### src/design/board_ctrl_params.svh
/*
 * Board-control constants shared by the packages, the RTL and the testbench
 * Widths are fixed by the settings and readback bus formats
 * Git hash and build seed are fixed defaults for simulation builds
 * Only two SFP+ cages have readback addresses in the register map
 */
`ifndef BOARD_CTRL_PARAMS_SVH
`define BOARD_CTRL_PARAMS_SVH

// Bus geometry
`define BC_SR_AWIDTH       8
`define BC_RB_AWIDTH       8
`define BC_DATA_W          32

// Board population
`define BC_NUM_SFP         2
`define BC_SYNC_STAGES     2

// Control register reset values
// Bit 6 of clock control turns the GPSDO on
`define BC_CLOCK_CTRL_RST  8'h40
`define BC_REF_FREQ_RST    32'd10_000_000

// Image identification
`define BC_COMPAT_MAJOR    16'h0027
`define BC_COMPAT_MINOR    16'h0002
`define BC_GIT_HASH        32'h0BADC0DE
`define BC_BUILD_SEED      32'd0

`endif

### src/design/board_regs_pkg.sv
/*
 * Register map and bus types of the board-control block
 * Settings and readback addresses share one 8-bit space each
 * Enum literals carry SR_ and RB_ prefixes since both maps reuse names
 */
`default_nettype none

`include "board_ctrl_params.svh"

package board_regs_pkg;

   //----------------------------------------------------------------------
   // Address maps
   //----------------------------------------------------------------------
   typedef enum logic [`BC_SR_AWIDTH-1:0] {
      SR_LEDS        = 8'd0,
      SR_SW_RST      = 8'd1,
      SR_CLOCK_CTRL  = 8'd2,
      SR_DEVICE_ID   = 8'd3,
      SR_REF_FREQ    = 8'd4,
      SR_SFPP_CTRL0  = 8'd8,
      SR_SFPP_CTRL1  = 8'd9,
      SR_FP_GPIO_SRC = 8'd72
   } sr_addr_e;

   typedef enum logic [`BC_RB_AWIDTH-1:0] {
      RB_COUNTER      = 8'd0,
      RB_CLK_STATUS   = 8'd3,
      RB_COMPAT_NUM   = 8'd6,
      RB_SFPP_STATUS0 = 8'd8,
      RB_SFPP_STATUS1 = 8'd9,
      RB_GIT_HASH     = 8'd10,
      RB_FP_GPIO_SRC  = 8'd13,
      RB_DEVICE_ID    = 8'd14,
      RB_BUILD_SEED   = 8'd15
   } rb_addr_e;

   //----------------------------------------------------------------------
   // Bus requests
   //----------------------------------------------------------------------
   // One write per cycle with stb high, no acknowledge
   typedef struct packed {
      logic                     stb;
      logic [`BC_SR_AWIDTH-1:0] addr;
      logic [`BC_DATA_W-1:0]    data;
   } set_bus_t;

   typedef struct packed {
      logic                     stb;
      logic [`BC_RB_AWIDTH-1:0] addr;
   } rb_req_t;

   //----------------------------------------------------------------------
   // Control register bundle
   //----------------------------------------------------------------------
   // sw_rst bits are PHY, radio domain, radio PLL, ADC IDELAYCTRL
   // sfpp_rs_low bits are pull-low enables for RS0 and RS1 per cage
   typedef struct packed {
      logic [1:0]                       leds;
      logic [3:0]                       sw_rst;
      logic [7:0]                       clock_ctrl;
      logic [15:0]                      device_id;
      logic [31:0]                      ref_freq;
      logic [`BC_NUM_SFP-1:0][1:0]      sfpp_rs_low;
      logic [23:0]                      fp_gpio_src;
   } ctrl_regs_t;

endpackage

`default_nettype wire

### src/design/sfp_status_pkg.sv
/*
 * SFP+ cage pin and status word types
 * The status word is the readback format for one cage
 * Reserved bits always read as zero
 */
`default_nettype none

`include "board_ctrl_params.svh"

package sfp_status_pkg;

   localparam int PHY_STATUS_W = 16;
   localparam int RSVD_W       = 10;

   // Module pins as driven by the cage
   typedef struct packed {
      logic modabs;
      logic txfault;
      logic rxlos;
   } sfp_pins_t;

   // Readback word
   // chgd holds sticky change flags, live the synchronized pins
   typedef struct packed {
      logic [PHY_STATUS_W-1:0] phy_status;
      logic [RSVD_W-1:0]       rsvd;
      sfp_pins_t               chgd;
      sfp_pins_t               live;
   } sfp_status_t;

endpackage

`default_nettype wire

### src/design/board_ctrl_top.sv
/*
 * Board-control register block
 * Settings bus writes the control registers, readback bus returns
 * counter, status and build words with one cycle of latency
 * RS pins leave as active-high pull-low enables, the pad ring
 * must turn them into open-drain drivers
 */
`timescale 1ns/100ps
`default_nettype none

`include "board_ctrl_params.svh"

module board_ctrl_top (
   input  logic                                            clk,
   input  logic                                            i_rst_n,
   // Register buses
   input  board_regs_pkg::set_bus_t                        i_set,
   input  board_regs_pkg::rb_req_t                         i_rb,
   output logic [`BC_DATA_W-1:0]                           o_rb_data,
   output logic                                            o_rb_ack,
   // Board status
   input  logic [7:0]                                      i_clock_status,
   input  sfp_status_pkg::sfp_pins_t [`BC_NUM_SFP-1:0]     i_sfp_pins,
   input  logic [`BC_NUM_SFP-1:0][sfp_status_pkg::PHY_STATUS_W-1:0] i_sfp_phy_status,
   // Board control
   output logic [1:0]                                      o_leds,
   output logic [3:0]                                      o_sw_rst,
   output logic [7:0]                                      o_clock_control,
   output logic [31:0]                                     o_ref_freq,
   output logic                                            o_ref_freq_changed,
   output logic [`BC_NUM_SFP-1:0][1:0]                     o_sfp_rs_low,
   output logic [23:0]                                     o_fp_gpio_src
);
   import board_regs_pkg::*;
   import sfp_status_pkg::*;

   ctrl_regs_t                    ctrl;
   sfp_status_t [`BC_NUM_SFP-1:0] sfp_status;
   logic [`BC_NUM_SFP-1:0]        sfp_clear;

   settings_regs u_settings_regs (
      .clk                (clk),
      .i_rst_n            (i_rst_n),
      .i_set              (i_set),
      .o_ctrl             (ctrl),
      .o_ref_freq_changed (o_ref_freq_changed)
   );

   //----------------------------------------------------------------------
   // One monitor per SFP+ cage
   //----------------------------------------------------------------------
   for (genvar g = 0; g < `BC_NUM_SFP; g++) begin : gen_sfp
      sfp_status_monitor u_sfp_status_monitor (
         .clk          (clk),
         .i_rst_n      (i_rst_n),
         .i_pins       (i_sfp_pins[g]),
         .i_phy_status (i_sfp_phy_status[g]),
         .i_clear      (sfp_clear[g]),
         .o_status     (sfp_status[g])
      );
   end

   readback_mux u_readback_mux (
      .clk            (clk),
      .i_rst_n        (i_rst_n),
      .i_rb           (i_rb),
      .i_ctrl         (ctrl),
      .i_clock_status (i_clock_status),
      .i_sfp_status   (sfp_status),
      .o_sfp_clear    (sfp_clear),
      .o_rb_data      (o_rb_data),
      .o_rb_ack       (o_rb_ack)
   );

   // Control fields out to the board
   assign o_leds          = ctrl.leds;
   assign o_sw_rst        = ctrl.sw_rst;
   assign o_clock_control = ctrl.clock_ctrl;
   assign o_ref_freq      = ctrl.ref_freq;
   assign o_sfp_rs_low    = ctrl.sfpp_rs_low;
   assign o_fp_gpio_src   = ctrl.fp_gpio_src;

endmodule

`default_nettype wire

### src/design/readback_mux.sv
/*
 * Readback multiplexer with a free-running cycle counter
 * Fixed latency of one cycle, one request accepted every cycle
 * Unmapped addresses read as zero
 * Reading an SFP+ status word clears that cage's change flags,
 * the returned word still shows the flags as they were
 */
`timescale 1ns/100ps
`default_nettype none

`include "board_ctrl_params.svh"

module readback_mux (
   input  logic                                           clk,
   input  logic                                           i_rst_n,
   input  board_regs_pkg::rb_req_t                        i_rb,
   input  board_regs_pkg::ctrl_regs_t                     i_ctrl,
   input  logic [7:0]                                     i_clock_status,
   input  sfp_status_pkg::sfp_status_t [`BC_NUM_SFP-1:0]  i_sfp_status,
   output logic [`BC_NUM_SFP-1:0]                         o_sfp_clear,
   output logic [`BC_DATA_W-1:0]                          o_rb_data,
   output logic                                           o_rb_ack
);
   import board_regs_pkg::*;

   localparam int DW = `BC_DATA_W;

   logic [DW-1:0] counter_q;
   logic [DW-1:0] rb_word;

   //----------------------------------------------------------------------
   // Word select
   //----------------------------------------------------------------------
   always_comb begin
      case (i_rb.addr)
         RB_COUNTER:      rb_word = counter_q;
         RB_CLK_STATUS:   rb_word = DW'(i_clock_status);
         RB_COMPAT_NUM:   rb_word = {`BC_COMPAT_MAJOR, `BC_COMPAT_MINOR};
         RB_SFPP_STATUS0: rb_word = i_sfp_status[0];
         RB_SFPP_STATUS1: rb_word = i_sfp_status[1];
         RB_GIT_HASH:     rb_word = `BC_GIT_HASH;
         RB_FP_GPIO_SRC:  rb_word = DW'(i_ctrl.fp_gpio_src);
         RB_DEVICE_ID:    rb_word = DW'(i_ctrl.device_id);
         RB_BUILD_SEED:   rb_word = `BC_BUILD_SEED;
         default:         rb_word = '0;
      endcase
   end

   // Clear pulses in the cycle of the strobe, so the monitor
   // drops its flags on the same edge that captures the word
   assign o_sfp_clear = {
      i_rb.stb && (i_rb.addr == RB_SFPP_STATUS1),
      i_rb.stb && (i_rb.addr == RB_SFPP_STATUS0)
   };

   //----------------------------------------------------------------------
   // Counter and ack
   //----------------------------------------------------------------------
   always_ff @(posedge clk or negedge i_rst_n) begin
      if (!i_rst_n) begin
         counter_q <= '0;
         o_rb_ack  <= 1'b0;
      end else begin
         counter_q <= counter_q + 1'b1;
         o_rb_ack  <= i_rb.stb;
      end
   end

   // Data holds between reads
   always_ff @(posedge clk) begin
      if (i_rb.stb) begin
         o_rb_data <= rb_word;
      end
   end

endmodule

`default_nettype wire

### src/design/settings_regs.sv
/*
 * Writable control registers on the settings bus
 * Each register takes the low bits of the data word
 * Writes to unmapped addresses are dropped silently
 * A value shows on o_ctrl one cycle after the strobe edge
 */
`timescale 1ns/100ps
`default_nettype none

`include "board_ctrl_params.svh"

module settings_regs (
   input  logic                       clk,
   input  logic                       i_rst_n,
   input  board_regs_pkg::set_bus_t   i_set,
   output board_regs_pkg::ctrl_regs_t o_ctrl,
   output logic                       o_ref_freq_changed
);
   import board_regs_pkg::*;

   ctrl_regs_t ctrl_q;
   logic       ref_freq_wr;

   // Any write to REF_FREQ counts as a change, even the same value
   assign ref_freq_wr = i_set.stb && (i_set.addr == SR_REF_FREQ);

   //----------------------------------------------------------------------
   // Register file
   //----------------------------------------------------------------------
   always_ff @(posedge clk or negedge i_rst_n) begin
      if (!i_rst_n) begin
         ctrl_q <= '{
            leds:        '0,
            sw_rst:      '0,
            clock_ctrl:  `BC_CLOCK_CTRL_RST,
            device_id:   '0,
            ref_freq:    `BC_REF_FREQ_RST,
            sfpp_rs_low: '0,
            fp_gpio_src: '0
         };
      end else if (i_set.stb) begin
         case (i_set.addr)
            SR_LEDS: begin
               ctrl_q.leds <= i_set.data[1:0];
            end
            SR_SW_RST: begin
               ctrl_q.sw_rst <= i_set.data[3:0];
            end
            SR_CLOCK_CTRL: begin
               ctrl_q.clock_ctrl <= i_set.data[7:0];
            end
            SR_DEVICE_ID: begin
               ctrl_q.device_id <= i_set.data[15:0];
            end
            SR_REF_FREQ: begin
               ctrl_q.ref_freq <= i_set.data[31:0];
            end
            // RS0 in bit 0, RS1 in bit 1
            SR_SFPP_CTRL0: begin
               ctrl_q.sfpp_rs_low[0] <= i_set.data[1:0];
            end
            SR_SFPP_CTRL1: begin
               ctrl_q.sfpp_rs_low[1] <= i_set.data[1:0];
            end
            // Two source bits per front-panel pin
            SR_FP_GPIO_SRC: begin
               ctrl_q.fp_gpio_src <= i_set.data[23:0];
            end
            default: begin
            end
         endcase
      end
   end

   // One-cycle pulse after each REF_FREQ write
   always_ff @(posedge clk or negedge i_rst_n) begin
      if (!i_rst_n) begin
         o_ref_freq_changed <= 1'b0;
      end else begin
         o_ref_freq_changed <= ref_freq_wr;
      end
   end

   assign o_ctrl = ctrl_q;

endmodule

`default_nettype wire

### src/design/sfp_status_monitor.sv
/*
 * Status tracking for one SFP+ cage
 * Pins and PHY status are asynchronous and pass a flop synchronizer
 * Change flags are sticky until i_clear; a clear beats a change
 * in the same cycle
 * Clock must run during reset so the synchronizers settle before release
 */
`timescale 1ns/100ps
`default_nettype none

`include "board_ctrl_params.svh"

module sfp_status_monitor (
   input  logic                                    clk,
   input  logic                                    i_rst_n,
   input  sfp_status_pkg::sfp_pins_t               i_pins,
   input  logic [sfp_status_pkg::PHY_STATUS_W-1:0] i_phy_status,
   input  logic                                    i_clear,
   output sfp_status_pkg::sfp_status_t             o_status
);
   import sfp_status_pkg::*;

   localparam int SYNC_W = PHY_STATUS_W + $bits(sfp_pins_t);

   logic [`BC_SYNC_STAGES-1:0][SYNC_W-1:0] sync_q;
   logic [PHY_STATUS_W-1:0]                phy_sync;
   sfp_pins_t                              pins_sync;
   sfp_pins_t                              pins_d;
   sfp_pins_t                              chgd_q;

   //----------------------------------------------------------------------
   // Synchronizer chain
   //----------------------------------------------------------------------
   // Every bit is treated as its own asynchronous input
   always_ff @(posedge clk) begin
      sync_q[0] <= {i_phy_status, i_pins};
      for (int s = 1; s < `BC_SYNC_STAGES; s++) begin
         sync_q[s] <= sync_q[s-1];
      end
   end

   assign {phy_sync, pins_sync} = sync_q[`BC_SYNC_STAGES-1];

   // Previous pin state for edge detection
   always_ff @(posedge clk) begin
      pins_d <= pins_sync;
   end

   //----------------------------------------------------------------------
   // Sticky change flags
   //----------------------------------------------------------------------
   always_ff @(posedge clk or negedge i_rst_n) begin
      if (!i_rst_n) begin
         chgd_q <= '0;
      end else if (i_clear) begin
         chgd_q <= '0;
      end else begin
         chgd_q <= chgd_q | (pins_sync ^ pins_d);
      end
   end

   assign o_status = '{
      phy_status: phy_sync,
      rsvd:       '0,
      chgd:       chgd_q,
      live:       pins_sync
   };

endmodule

`default_nettype wire

### config.mk
export PLATFORM = sky130hd
export DESIGN_NAME = board_ctrl_top
export DESIGN_NICKNAME = d
export VERILOG_FILES = /design/src/design/board_regs_pkg.sv /design/src/design/sfp_status_pkg.sv /design/src/design/board_ctrl_top.sv /design/src/design/readback_mux.sv /design/src/design/settings_regs.sv /design/src/design/sfp_status_monitor.sv
export VERILOG_INCLUDE_DIRS = /design/src /design/src/design
export SDC_FILE = /design/constraint.sdc
export NUM_CORES = 1
export LEC_CHECK = 0
export ABC_AREA = 0
export BUFFER_PORTS_ARGS = -buffer_cell sky130_fd_sc_hd__buf_2
export CORE_MARGIN = 5
export CORE_UTILIZATION = 35
export CTS_BUF_LIST = sky130_fd_sc_hd__clkbuf_8
export DETAILED_ROUTE_END_ITERATION = 10
export GPL_TIMING_DRIVEN = 0
export PLACE_DENSITY = 0.58
export SYNTH_ARGS = -nofsm -noshare
export SYNTH_HDL_FRONTEND = slang
export SYNTH_HIERARCHICAL = 1
export SYNTH_SLANG_ARGS = --single-unit
### constraint.sdc
create_clock -name clk -period 3.55 [get_ports clk]
set_clock_uncertainty 0.1 [all_clocks]
set_input_delay 0 -clock clk [delete_from_list [all_inputs] [get_ports clk]]
set_output_delay 0 -clock clk [all_outputs]
set_load 0.1 [all_outputs]
==> results of run 1 <==
## Yosys cell counts (5+ instances only)
library cell	count	share of area
sky130_fd_sc_hd__nand3_1	26	0.013
sky130_fd_sc_hd__o211ai_1	6	0.0046
sky130_fd_sc_hd__a22o_1	9	0.0081
sky130_fd_sc_hd__nand4_1	9	0.0058
sky130_fd_sc_hd__mux2_4	20	0.031
sky130_fd_sc_hd__a22oi_1	19	0.015
sky130_fd_sc_hd__buf_4	59	0.046
sky130_fd_sc_hd__edfxtp_1	32	0.099
sky130_fd_sc_hd__xnor2_1	34	0.031
sky130_fd_sc_hd__dfstp_2	9	0.024
sky130_fd_sc_hd__inv_1	12	0.0046
sky130_fd_sc_hd__a221o_1	6	0.0062
sky130_fd_sc_hd__nor3_1	10	0.0052
sky130_fd_sc_hd__a21oi_1	21	0.011
sky130_fd_sc_hd__nand2b_1	5	0.0032
sky130_fd_sc_hd__clkbuf_1	12	0.0046
sky130_fd_sc_hd__o21ai_0	8	0.0041
sky130_fd_sc_hd__and3_1	8	0.0052
sky130_fd_sc_hd__nor2b_1	5	0.0032
sky130_fd_sc_hd__mux2i_1	11	0.011
sky130_fd_sc_hd__and4_1	8	0.0072
sky130_fd_sc_hd__nor2_1	10	0.0039
sky130_fd_sc_hd__nand2_1	37	0.014
sky130_fd_sc_hd__dfrtp_1	121	0.31
sky130_fd_sc_hd__dfxtp_1	82	0.17
sky130_fd_sc_hd__buf_2	13	0.0067
sky130_fd_sc_hd__o22ai_1	7	0.0045
sky130_fd_sc_hd__mux2_2	74	0.086
## through the flow
step / hold slack, ps / power (uW) / setup slack, ps / util
2_1_floorplan: -396 / 3630 / 1610 / -
3_3_place_gp: 2.53 / 3850 / 455 / 0.409
3_5_place_dp: -73.1 / 3870 / 1420 / 0.410
4_1_cts: 1.59 / 6580 / 776 / 0.487
5_1_grt: 3.39 / 6780 / 687 / 0.487
6_report: 23.7 / 6500 / 722 / 0.487
## layer usage
metal	vias up	GRT usage	part of all wire
met4	0	0.0671	0.038
met3	62	0.0433	0.060
met1	3440	0.214	0.42
li1	3367	-	-
met5	-	0	0
met2	215	0.293	0.48
## final timing paths
check / endpoint / from / cells past startpoint / slack [ps]
setup / recovery: u_settings_regs/o_ctrl[23]$_DFFE_PN0P_ / i_set[37] / 8 / 720
hold / removal: gen_sfp[1].u_sfp_status_monitor/sync_q[1]$_DFF_P_ / i_sfp_pins[4] / 2 / 20
setup reg to reg: u_readback_mux/counter_q[22]$_DFF_PN0_ / u_readback_mux/counter_q[0]$_DFF_PN0_ / 5 / 1620
hold reg to reg: gen_sfp[1].u_sfp_status_monitor/o_status[1]$_DFF_P_ / gen_sfp[1].u_sfp_status_monitor/sync_q[1]$_DFF_P_ / 0 / 220
max in group asynchronous: u_readback_mux/counter_q[9]$_DFF_PN0_ / i_rst_n / 4 / 2440
min in group asynchronous: u_settings_regs/o_ctrl[37]$_DFFE_PN1P_ / i_rst_n / 3 / 490
## logic make-up after synthesis
| group | after synthesis |
|---|---|
| other | 2 |
| AOI/OAI and AO/OA | 103 |
| adders and majority gates | 1 |
| muxes | 105 |
| DFF | 244 |
| buffers and inverters | 103 |
| xor gates and xnor gates | 36 |
| and+or+nand+nor | 145 |
## state kept, by name (all words and copies together) (netlist names)
register,count
u_readback_mux/counter_q,32
u_readback_mux/o_rb_data,32
gen_sfp.u_sfp_status_monitor/pins_d,6
u_settings_regs/o_ref_freq_changed,1
u_settings_regs/o_ctrl,90
gen_sfp.u_sfp_status_monitor/o_status,44
gen_sfp.u_sfp_status_monitor/sync_q,38
u_readback_mux/o_rb_ack,1
## worst reg2reg max path, cell delays in order, from the launching register on
cell and delay, ps:
sky130_fd_sc_hd__dfrtp_1 400, sky130_fd_sc_hd__ha_1 220, sky130_fd_sc_hd__nand3_1 150, sky130_fd_sc_hd__nor3_2 590, sky130_fd_sc_hd__nand3_1 210, sky130_fd_sc_hd__xnor2_1 160
## final cells by class
cell class | instances | area, um^2
Fill cell | 2508 | 14100
Sequential cell | 244 | 5870
Multi-Input combinational cell | 410 | 3220
Timing Repair Buffer | 330 | 2320
Clock buffer | 50 | 688
Buffer | 91 | 627
Tap cell | 378 | 473
Clock inverter | 27 | 181
Inverter | 12 | 45.0
## power groups by stage
stage / registers [uW] / clock network, uW / logic [uW]
after floorplan: 3440 / 0 / 186
after global placement: 3040 / 0 / 814
after detailed placement: 3040 / 0 / 823
after CTS: 2990 / 2660 / 932
after global routing: 3000 / 2800 / 976
final: 2990 / 2580 / 930
==> results.txt, run 1 <==
The post-synthesis compound-gate area fraction came out at 0.0758. The non-filler instance count after layout is 1542. STA classifies the critical path startpoint as an input port. The number of buffers on the longest clock path is 3. The flow ran to the end, and the final reports show no timing, DRC or antenna violations. Row generation in the floorplan step produced 61 rows. The tool flagged a number of max-cap violations equal to 0. For this run, the register share of the synthesized area comes to 0.605.

The pin count of the biggest net entering global routing came out at 71. The detailed router finished its first iteration with 335 violations. The type of the setup path with the least slack is in -> reg. The multiplexer share of the synthesized area came out at 0.128. Setup repair after global routing left no endpoint under its margin.

Of the cells placed in the final design, the portion with a size suffix greater than 1 is 0.393. The number of buffers and inverters on the critical path is 5. The sequential cell fraction of total power came out at 0.460. The minimum clock period after layout came out at 2830 ps.

The total number of H-tree levels came out at 2. The initial antenna violation count came out at 0. The pin slew with the least headroom to its limit is 843 ps. The share of power burned in the clock network came out at 0.397. Of the total power, combinational logic draws 0.143. Walking the worst path, the cells encountered are dlygate4sd3_1 > buf_2 > or4b_4 > dlygate4sd3_1 > or3_1 > buf_6 > mux2_2 > dlygate4sd3_1. Leaving out fill and tap cells, the most frequent cell in the layout is sky130_fd_sc_hd__buf_2.

After detailed placement, the design holds a cell count of 1341. The largest fanout of any net on the critical path came out at 6. The total number of vias came out at 7084. Counting flops with a built-in enable in the synthesized netlist gives 32.

The cts-stage hold buffer count came out at 124. The width of the die came out at 176 um. The region available for standard cell placement spans 27600 um^2. The die is 176 um tall. The register bit total from synthesis is 244. The count of clock tree sinks is 244.

After detailed routing, the average wire length per cell comes to 17.6 um. The routed wire length is 27200 um. At the end of routability-driven placement, the weighted congestion stood at 0.892. The post-synthesis share of cell area spent on and, or, nand and nor gates is 0.0867. Of the total synthesized cell area, the portion taken by full adders, half adders and majority gates is 0.00129.

The floorplan die area is 31100 um^2. The root buffer cell chosen for the clock tree is sky130_fd_sc_hd__clkbuf_8. The leakage power figure is 0.00650 uW. The worst-skew pair later-pin latency came out at 550 ps. The standard cell area after detailed placement came out at 11300 um^2.

After the last flow step, the layout net total stands at 1230. The quantity of I/O buffers inserted on ports came out at 205. The hold violation count in the final report came out at 0.

The number of antenna repair diodes is 0. The area of the mapped netlist came out at 9690 um^2. The cell area after layout is 13400 um^2. In this run, distinct cell masters in the synthesized netlist total 66. The post-route setup TNS is 0 ps.

The proportion of total power due to net switching is 0.282. The clock transition at the registers of the reported paths is 60 ps. The number of global-route vias before repair came out at 7628.

The buffer count from post-CTS setup fixing came out at 0. The cell repeated most along the worst path is sky130_fd_sc_hd__dlygate4sd3_1. The average cell area after synthesis is 13.1 um^2. The worst path arrival time came out at 3140 ps.

The total number of yosys warnings came out at 6. The first-pass detailed-route iteration total is 4. The number of routed nets with antenna violations came out at 0. The number of buffers created by CTS came out at 42. The worst-case IR drop observed on VDD is 0.000326 V. The final global-route overflow total came out at 0. The area growth from synthesis to final layout is 38.5%. The cell count after synthesis came out at 739. For this design, the slowest cell found on the critical path is sky130_fd_sc_hd__dlygate4sd3_1.

By area, the combinational part of the netlist is dominated by multiplexers. The number of design rule violations left after detail routing is 0. In the layout the commonest cells are 217 x sky130_fd_sc_hd__buf_2, 123 x sky130_fd_sc_hd__dlygate4sd3_1, 121 x sky130_fd_sc_hd__dfrtp_1, 82 x sky130_fd_sc_hd__dfxtp_1, 74 x sky130_fd_sc_hd__mux2_2.

The final number of setup-violating endpoints came out at 0. TritonCTS built the clock tree. The first global-routing pass estimated 42300 um of wire. The area share of xor/xnor cells in the synthesized design came out at 0.0325. The net load switching power is 1830 uW.

The total track usage is 0.173. The number of top-level design ports is 206. The required time at the worst-slack endpoint came out at 3870 ps. The path class of the tightest hold or removal check is in -> reg. The wire-length estimate of the detail-placed layout is 19000 um.

The kind of cell with the highest combined delay along the critical path is buffers and inverters. The effective utilization at floorplan came out at 0.352. After clock tree synthesis, the repair step resized 0 gates. The mean number of vias per cell is 4.59. The cell area power density is 484 nW/um^2. The internal power contribution is 4660 uW.

The post-synthesis async set-or-reset flop share came out at 0.533. The predominant post-synthesis flop cell is sky130_fd_sc_hd__dfrtp_1. The number of pins with negative max-slew slack in the final report was 0.

The final period utilization came out at 0.797. The critical path's largest stage delay came out at 610 ps. The kind of end point of the critical path is a register.

Headroom to the max-slew limit came out at 0.436. The maximum operating frequency is 0.354 GHz.
Note: power is estimated with default switching activity, not from simulation.
==> inputs of run 2 (changes only) <==
PLACE_DENSITY = 0.6   (was 0.58)
clock period = 2.5 ns   (was 3.55 ns; I/O delays follow)
==> results.txt, run 2 (same netlist as run 1, synthesis figures left out) <==
The standard-cell row count came out at 61 (unchanged). The global-route track usage on met2 is 0.286 (-0.00705). The slowest cell on the critical path is sky130_fd_sc_hd__dlygate4sd3_1. The routed wirelength normalized by instance count is 17.3 um (-1.7%). The area occupied by multi-input gates is 3230 um^2 (+0.19%).

The run finished with clean final reports. The met3 capacity usage during global routing came out at 0.0458 (+0.00257). The total track usage is 0.174 (+0.000310). The area of all sequential standard cells was 5870 um^2 (unchanged). The effective utilization at floorplan came to 0.352 (unchanged). The clock transition at the registers of the reported paths came out at 60 ps (about the same). The worst path arrival time is 2770 ps (-370 ps). The hold violation count in the final report is 0 (unchanged). The pin slew with the least headroom to its limit is 860 ps (+17.7 ps). The post-route setup TNS is 0 ps (unchanged). The cell sitting at the root of the clock tree is a sky130_fd_sc_hd__clkbuf_8. The post-layout net count came to 1231 (+0.081%). The worst-skew pair later-pin latency is 550 ps (about the same). The post-DP HPWL is 18800 um (-0.69%). The number of buffers created by CTS was 43 (+2.4%).

The mean number of vias per cell is 4.63 (+0.77%). The core box area came out at 27600 um^2 (unchanged). The number of top-level design ports is 206 (unchanged).

The DRC marker count from the first detailed-route iteration came out at 333 (-0.60%). The area growth from synthesis to final layout came out at 39.3%. The flip-flop count of the largest register, all copies and words added came out at 90 (unchanged).

The minimum clock period after layout came out at 2450 ps. The initial antenna violation count is 1 (+1). The quantity of I/O buffers inserted on ports is 205 (unchanged).

The filler cell count in the final layout came to 2467 (-1.6%). Broken down by cell family, the worst path's largest delay share belongs to buffers and inverters. The number of design rule violations left after detail routing came out at 0 (unchanged). The width of the die was 176 um (unchanged). The slack of the worst reg-to-reg path is 570 ps (-1050 ps). Walking the worst path, the cells encountered are dlygate4sd3_1 > buf_2 > or4b_1 > nor3_4 > dlygate4sd3_1 > clkbuf_4 > mux2_2. The buffer count from post-CTS setup fixing came to 0 (unchanged). The routed wire length came out at 26800 um (-1.4%).

The endpoint with the worst hold slack is gen_sfp[0].u_sfp_status_monitor/sync_q[6]$_DFF_P_. Leaving out fill and tap cells, the most frequent cell in the layout is sky130_fd_sc_hd__buf_2. The floorplan die area came out at 31100 um^2 (unchanged). The cell area power density came to 707 nW/um^2 (+46%).

The met1 track utilization from global routing came out at 0.214 (about the same). In this run the critical register-to-register path is captured at u_readback_mux/counter_q[28]$_DFF_PN0_. The share of final-layout standard cells stronger than drive strength 1 was 0.391 (-0.00273). The total number of H-tree levels is 2 (unchanged). The worst hold path belongs to the class in -> reg. The last weighted congestion value of the routability-driven placer was 0.891 (about the same). The first-pass GRT wire length came to 42300 um (about the same). The post-route total power came out at 9540 uW (+47%). The reported max-cap violation count is 0 (unchanged). The number of buffers on the longest clock path came out at 3 (unchanged). The final number of setup-violating endpoints is 0 (unchanged). The final period utilization is 0.981. The leakage power figure came out at 0.00655 uW (+0.71%). The layer with the highest usage is met2. The critical path's largest stage delay was 680 ps (+70 ps). STA classifies the critical path startpoint as an input port.

The worst relative slew slack came out at 0.426 (-0.00971). The count of clock tree sinks is 244 (unchanged). The number of buffer and inverter stages on the critical path was 4 (-1).

The highest ir drop seen on vdd came out at 0.000529 V (+63%). The required time at the worst-slack endpoint came out at 2820 ps (-1050 ps). The source of the worst hold timing path is i_sfp_phy_status[3]. The final standard cell utilization of the core came out at 0.490 (+0.00300). The total number of vias was 7157 (+1.0%). By instance count, the cell type seen most on the critical path is sky130_fd_sc_hd__dlygate4sd3_1. TritonCTS built the clock tree.

The number of routed nets with antenna violations is 0 (unchanged). The largest fanout of any net on the critical path came to 10 (+4). The kind of end point of the critical path is a register. The pin count of the biggest net entering global routing came to 75 (+5.6%).

The number of global-route vias before repair came out at 7703 (+0.98%). By startpoint and endpoint, the worst setup path is classified as in -> reg. In the layout the commonest cells are 216 x sky130_fd_sc_hd__buf_2, 124 x sky130_fd_sc_hd__dlygate4sd3_1, 121 x sky130_fd_sc_hd__dfrtp_1, 82 x sky130_fd_sc_hd__dfxtp_1, 74 x sky130_fd_sc_hd__mux2_2. The final global-route overflow total came to 0 (unchanged). The depth of the most critical reg-to-reg path came out at 5 (unchanged). The number of cells on the worst hold path was 2 (unchanged). In this run the critical register-to-register path is launched from u_readback_mux/counter_q[0]$_DFF_PN0_.

The maximum operating frequency came out at 0.408 GHz. The number of pins with negative max-slew slack in the final report was 0 (unchanged). The vertical die dimension is 176 um (unchanged). The first-pass detailed-route iteration total is 5 (+1).
-- run 2: worst max path at each step --
stage / startpoint / endpoint / cells past startpoint
global placement: i_rst_n / u_readback_mux/counter_q[1]$_DFF_PN0_ / 1
CTS: i_set[36] / u_settings_regs/o_ctrl[50]$_DFFE_PN0P_ / 7
finish: i_set[32] / u_settings_regs/o_ctrl[52]$_DFFE_PN0P_ / 7
floorplan: u_settings_regs/o_ctrl[2]$_DFFE_PN0P_ / u_readback_mux/o_rb_data[2]$_DFFE_PP_ / 4
detailed placement: i_rb[1] / u_readback_mux/o_rb_data[16]$_DFFE_PP_ / 7
global route: i_set[33] / u_settings_regs/o_ctrl[52]$_DFFE_PN0P_ / 7
-- run 2: power by group --
group / internal [uW] / switching (uW)
registers: 4170 / 73.1
logic: 411 / 901
clock network: 2360 / 1630
-- run 2: layout make-up --
cell class	instances	area share
multi-input combinational	410	0.239
clock buffer	50	0.0510
buffer	91	0.0466
sequential	244	0.434
antenna	1	0.000185
timing repair buffer	330	0.170
inverter	12	0.00334
tap	378	0.0350
clock inverter	30	0.0200
-- run 2: what timing repair did --
item / 4_1_cts / 5_1_grt
hold endpoints to repair: 288 / 0
hold buffers: 124 / 0
gates resized for setup: 0 / 2
setup endpoints to repair: 0 / 9
-- run 2: routing by layer --
metal | vias up | share of wire
met1 | 3460 | 0.41
met4 | 0 | 0.046
li1 | 3392 | -
met3 | 72 | 0.068
met2 | 233 | 0.48
met5 | - | 0
-- run 2: through the flow --
stage	std cells	instance area [um^2]	setup slack (ps)	hold slack [ps]
final	1546	13500	47.0	20.6
after CTS	1545	13500	17.1	1.20
after global routing	1546	13500	-14.5	3.02
after detailed placement	1341	11300	370	-25.4
after global placement	1340	11300	-581	2.56
after floorplan	757	9760	562	-396
==> inputs of run 3 (changes only) <==
CTS_CLUSTER_SIZE = 10   (was default)
SETUP_SLACK_MARGIN = 0.4   (was default)
==> results.txt, run 3 (same netlist as run 1, synthesis figures left out) <==
The routed wirelength normalized by instance count is 17.3 um (-0.33%). The cell count after placement is 1341 (unchanged). STA classifies the critical path endpoint as a register. The most critical setup path has its startpoint at i_set[38].

The worst path arrival time came out at 2340 ps (-430 ps). The post-layout net count came to 1234 (+0.24%). The routed wire length is 26800 um (-0.13%). The DRC marker count from the first detailed-route iteration is 310 (-6.9%). The clock transition at the registers of the reported paths came out at 60 ps (about the same). The worst relative slew slack came out at 0.430 (+0.00319). In this run the worst hold path is classified as in -> reg. The CTS tree is built. The standard-cell row count was 61 (unchanged).

The number of top-level design ports is 206 (unchanged). The critical path is of the in -> reg type. The last weighted congestion value of the routability-driven placer came to 0.891 (unchanged). The initial antenna violation count came to 1 (unchanged).

The number of pins with negative max-slew slack in the final report is 0 (unchanged). The post-route worst hold slack is 19.7 ps (-0.938 ps). The slack of the worst reg-to-reg path came out at 550 ps (-20 ps). The total number of vias came to 7172 (+0.21%). The final number of setup-violating endpoints came to 0 (unchanged). The required time at the worst-slack endpoint came out at 2820 ps (about the same). The number of buffers on the longest clock path came to 3 (unchanged). The post-DP HPWL came out at 18800 um (unchanged). The total track usage came out at 0.173 (-0.000548). The global-route track usage on met2 is 0.284 (-0.00192). The minimum clock period after layout is 2020 ps (-434 ps). The mean number of vias per cell is 4.63 (about the same). In this run the most used layer during global routing was met2. The width of the die came out at 176 um (unchanged). The met3 capacity usage during global routing came to 0.0463 (+0.000428).

The met1 track utilization from global routing is 0.214 (-0.000275). The buffer count from post-CTS setup fixing came out at 0 (unchanged). The vertical die dimension came out at 176 um (unchanged). The first-pass GRT wire length came out at 42100 um (-0.38%).

The pin count of the biggest net entering global routing is 75 (unchanged). The number of design rule violations left after detail routing is 0 (unchanged). The flow ran to the end, and the final reports show no timing, DRC or antenna violations. The hold violation count in the final report is 0 (unchanged). The core box area is 27600 um^2 (unchanged). The number of buffers created by CTS is 43 (unchanged).

The number of routed nets with antenna violations came out at 0 (unchanged). The effective utilization at floorplan is 0.352 (unchanged). The worst-skew pair later-pin latency is 560 ps (about the same).

The quantity of I/O buffers inserted on ports came out at 205 (unchanged). The leakage power figure is 0.00659 uW (+0.54%). The share of final-layout standard cells stronger than drive strength 1 came out at 0.393 (+0.00242). The highest ir drop seen on vdd is 0.000523 V (-1.1%).

The first-pass detailed-route iteration total came out at 5 (unchanged). The final period utilization was 0.808 (-0.174). The worst register-to-register path begins at u_readback_mux/counter_q[0]$_DFF_PN0_. The source of the worst hold timing path is i_sfp_phy_status[3]. The total number of H-tree levels is 2 (unchanged). Setup repair after global routing left no endpoint under its margin.

The cell area power density is 705 nW/um^2 (-0.28%). The reported max-cap violation count is 0 (unchanged). The most common cell after layout, fill and taps aside is sky130_fd_sc_hd__buf_2.

The floorplan die area came out at 31100 um^2 (unchanged). The count of clock tree sinks came out at 244 (unchanged). The tree is rooted in a sky130_fd_sc_hd__clkbuf_8. The worst setup path is launched from an input port. The number of global-route vias before repair came to 7709 (+0.078%). The area growth from synthesis to final layout is 39.7%. The pin slew with the least headroom to its limit is 856 ps (-4.78 ps). The final global-route overflow total is 0 (unchanged).

The flip-flop count of the largest register, all copies and words added is 90 (unchanged). The maximum operating frequency came out at 0.495 GHz (+21%). The largest fanout of any net on the critical path came to 10 (unchanged). In the layout the commonest cells are 217 x sky130_fd_sc_hd__buf_2, 125 x sky130_fd_sc_hd__dlygate4sd3_1, 121 x sky130_fd_sc_hd__dfrtp_1, 82 x sky130_fd_sc_hd__dfxtp_1, 74 x sky130_fd_sc_hd__mux2_2. The filler cell count in the final layout is 2477 (+0.41%).

The non-filler instance count after layout came out at 1549 (+0.19%).
==> run 3: final cells by class <==
cell class              instances  area, um^2  area share
plain buffers                  91         628      0.0464
diodes                          1        2.50    0.000185
repair buffers                333        2340       0.172
inverters                      12        45.0     0.00333
clock buffers                  50         688      0.0508
multi-input cells             410        3240       0.239
flip-flops and latches        244        5870       0.433
clock inverters                30         270      0.0200
well taps                     378         473      0.0349
==> run 3: final timing paths <==
path,endpoint,cells past startpoint
max in group asynchronous,u_readback_mux/counter_q[1]$_DFF_PN0_,4
worst min register to register,gen_sfp[0].u_sfp_status_monitor/o_status[1]$_DFF_P_,0
min in group asynchronous,u_settings_regs/o_ctrl[50]$_DFFE_PN0P_,3
worst max-delay path,u_settings_regs/o_ctrl[52]$_DFFE_PN0P_,6
worst max register to register,u_readback_mux/counter_q[28]$_DFF_PN0_,5
worst min-delay path,gen_sfp[0].u_sfp_status_monitor/sync_q[6]$_DFF_P_,2
==> run 3: worst max-delay path: stages <==
cell	delay (ps)
sky130_fd_sc_hd__dlygate4sd3_1	540
sky130_fd_sc_hd__buf_2	160
sky130_fd_sc_hd__nor3_2	310
sky130_fd_sc_hd__dlygate4sd3_1	680
sky130_fd_sc_hd__buf_2	270
sky130_fd_sc_hd__mux2_2	370
==> run 3: what timing repair did <==
item	CTS	global route
setup endpoints to repair	0	7
endpoints found under the hold margin	288	0
hold buffers	127	0
resized for setup	0	6
==> run 3: power by group <==
part	total [uW]	leakage [uW]	switching, uW	internal [uW]
clock	3990	0.000553	1630	2360
combinational	1310	0.00329	900	413
sequential	4240	0.00274	73.3	4170
==> run 3: per-layer routing <==
| metal | wire length [um] | vias up | share of wire |
|---|---|---|---|
| met3 | 1690 | 67 | 0.063 |
| met2 | 12800 | 226 | 0.48 |
| met4 | 1190 | 0 | 0.044 |
| met5 | 0 | - | 0 |
| li1 | - | 3395 | - |
| met1 | 11100 | 3484 | 0.42 |
==> run 3: stage by stage <==
stage           util  setup WS [ps]  setup TNS (ps)  power (uW)  instance area (um^2)
6_report       0.492            481               0        9540                 13500
3_5_place_dp   0.410            370               0        5490                 11300
2_1_floorplan      -            562               0        5150                  9760
4_1_cts        0.491            408               0        9670                 13500
3_3_place_gp   0.409           -581          -68920        5470                 11300
5_1_grt        0.492            407               0        9970                 13500
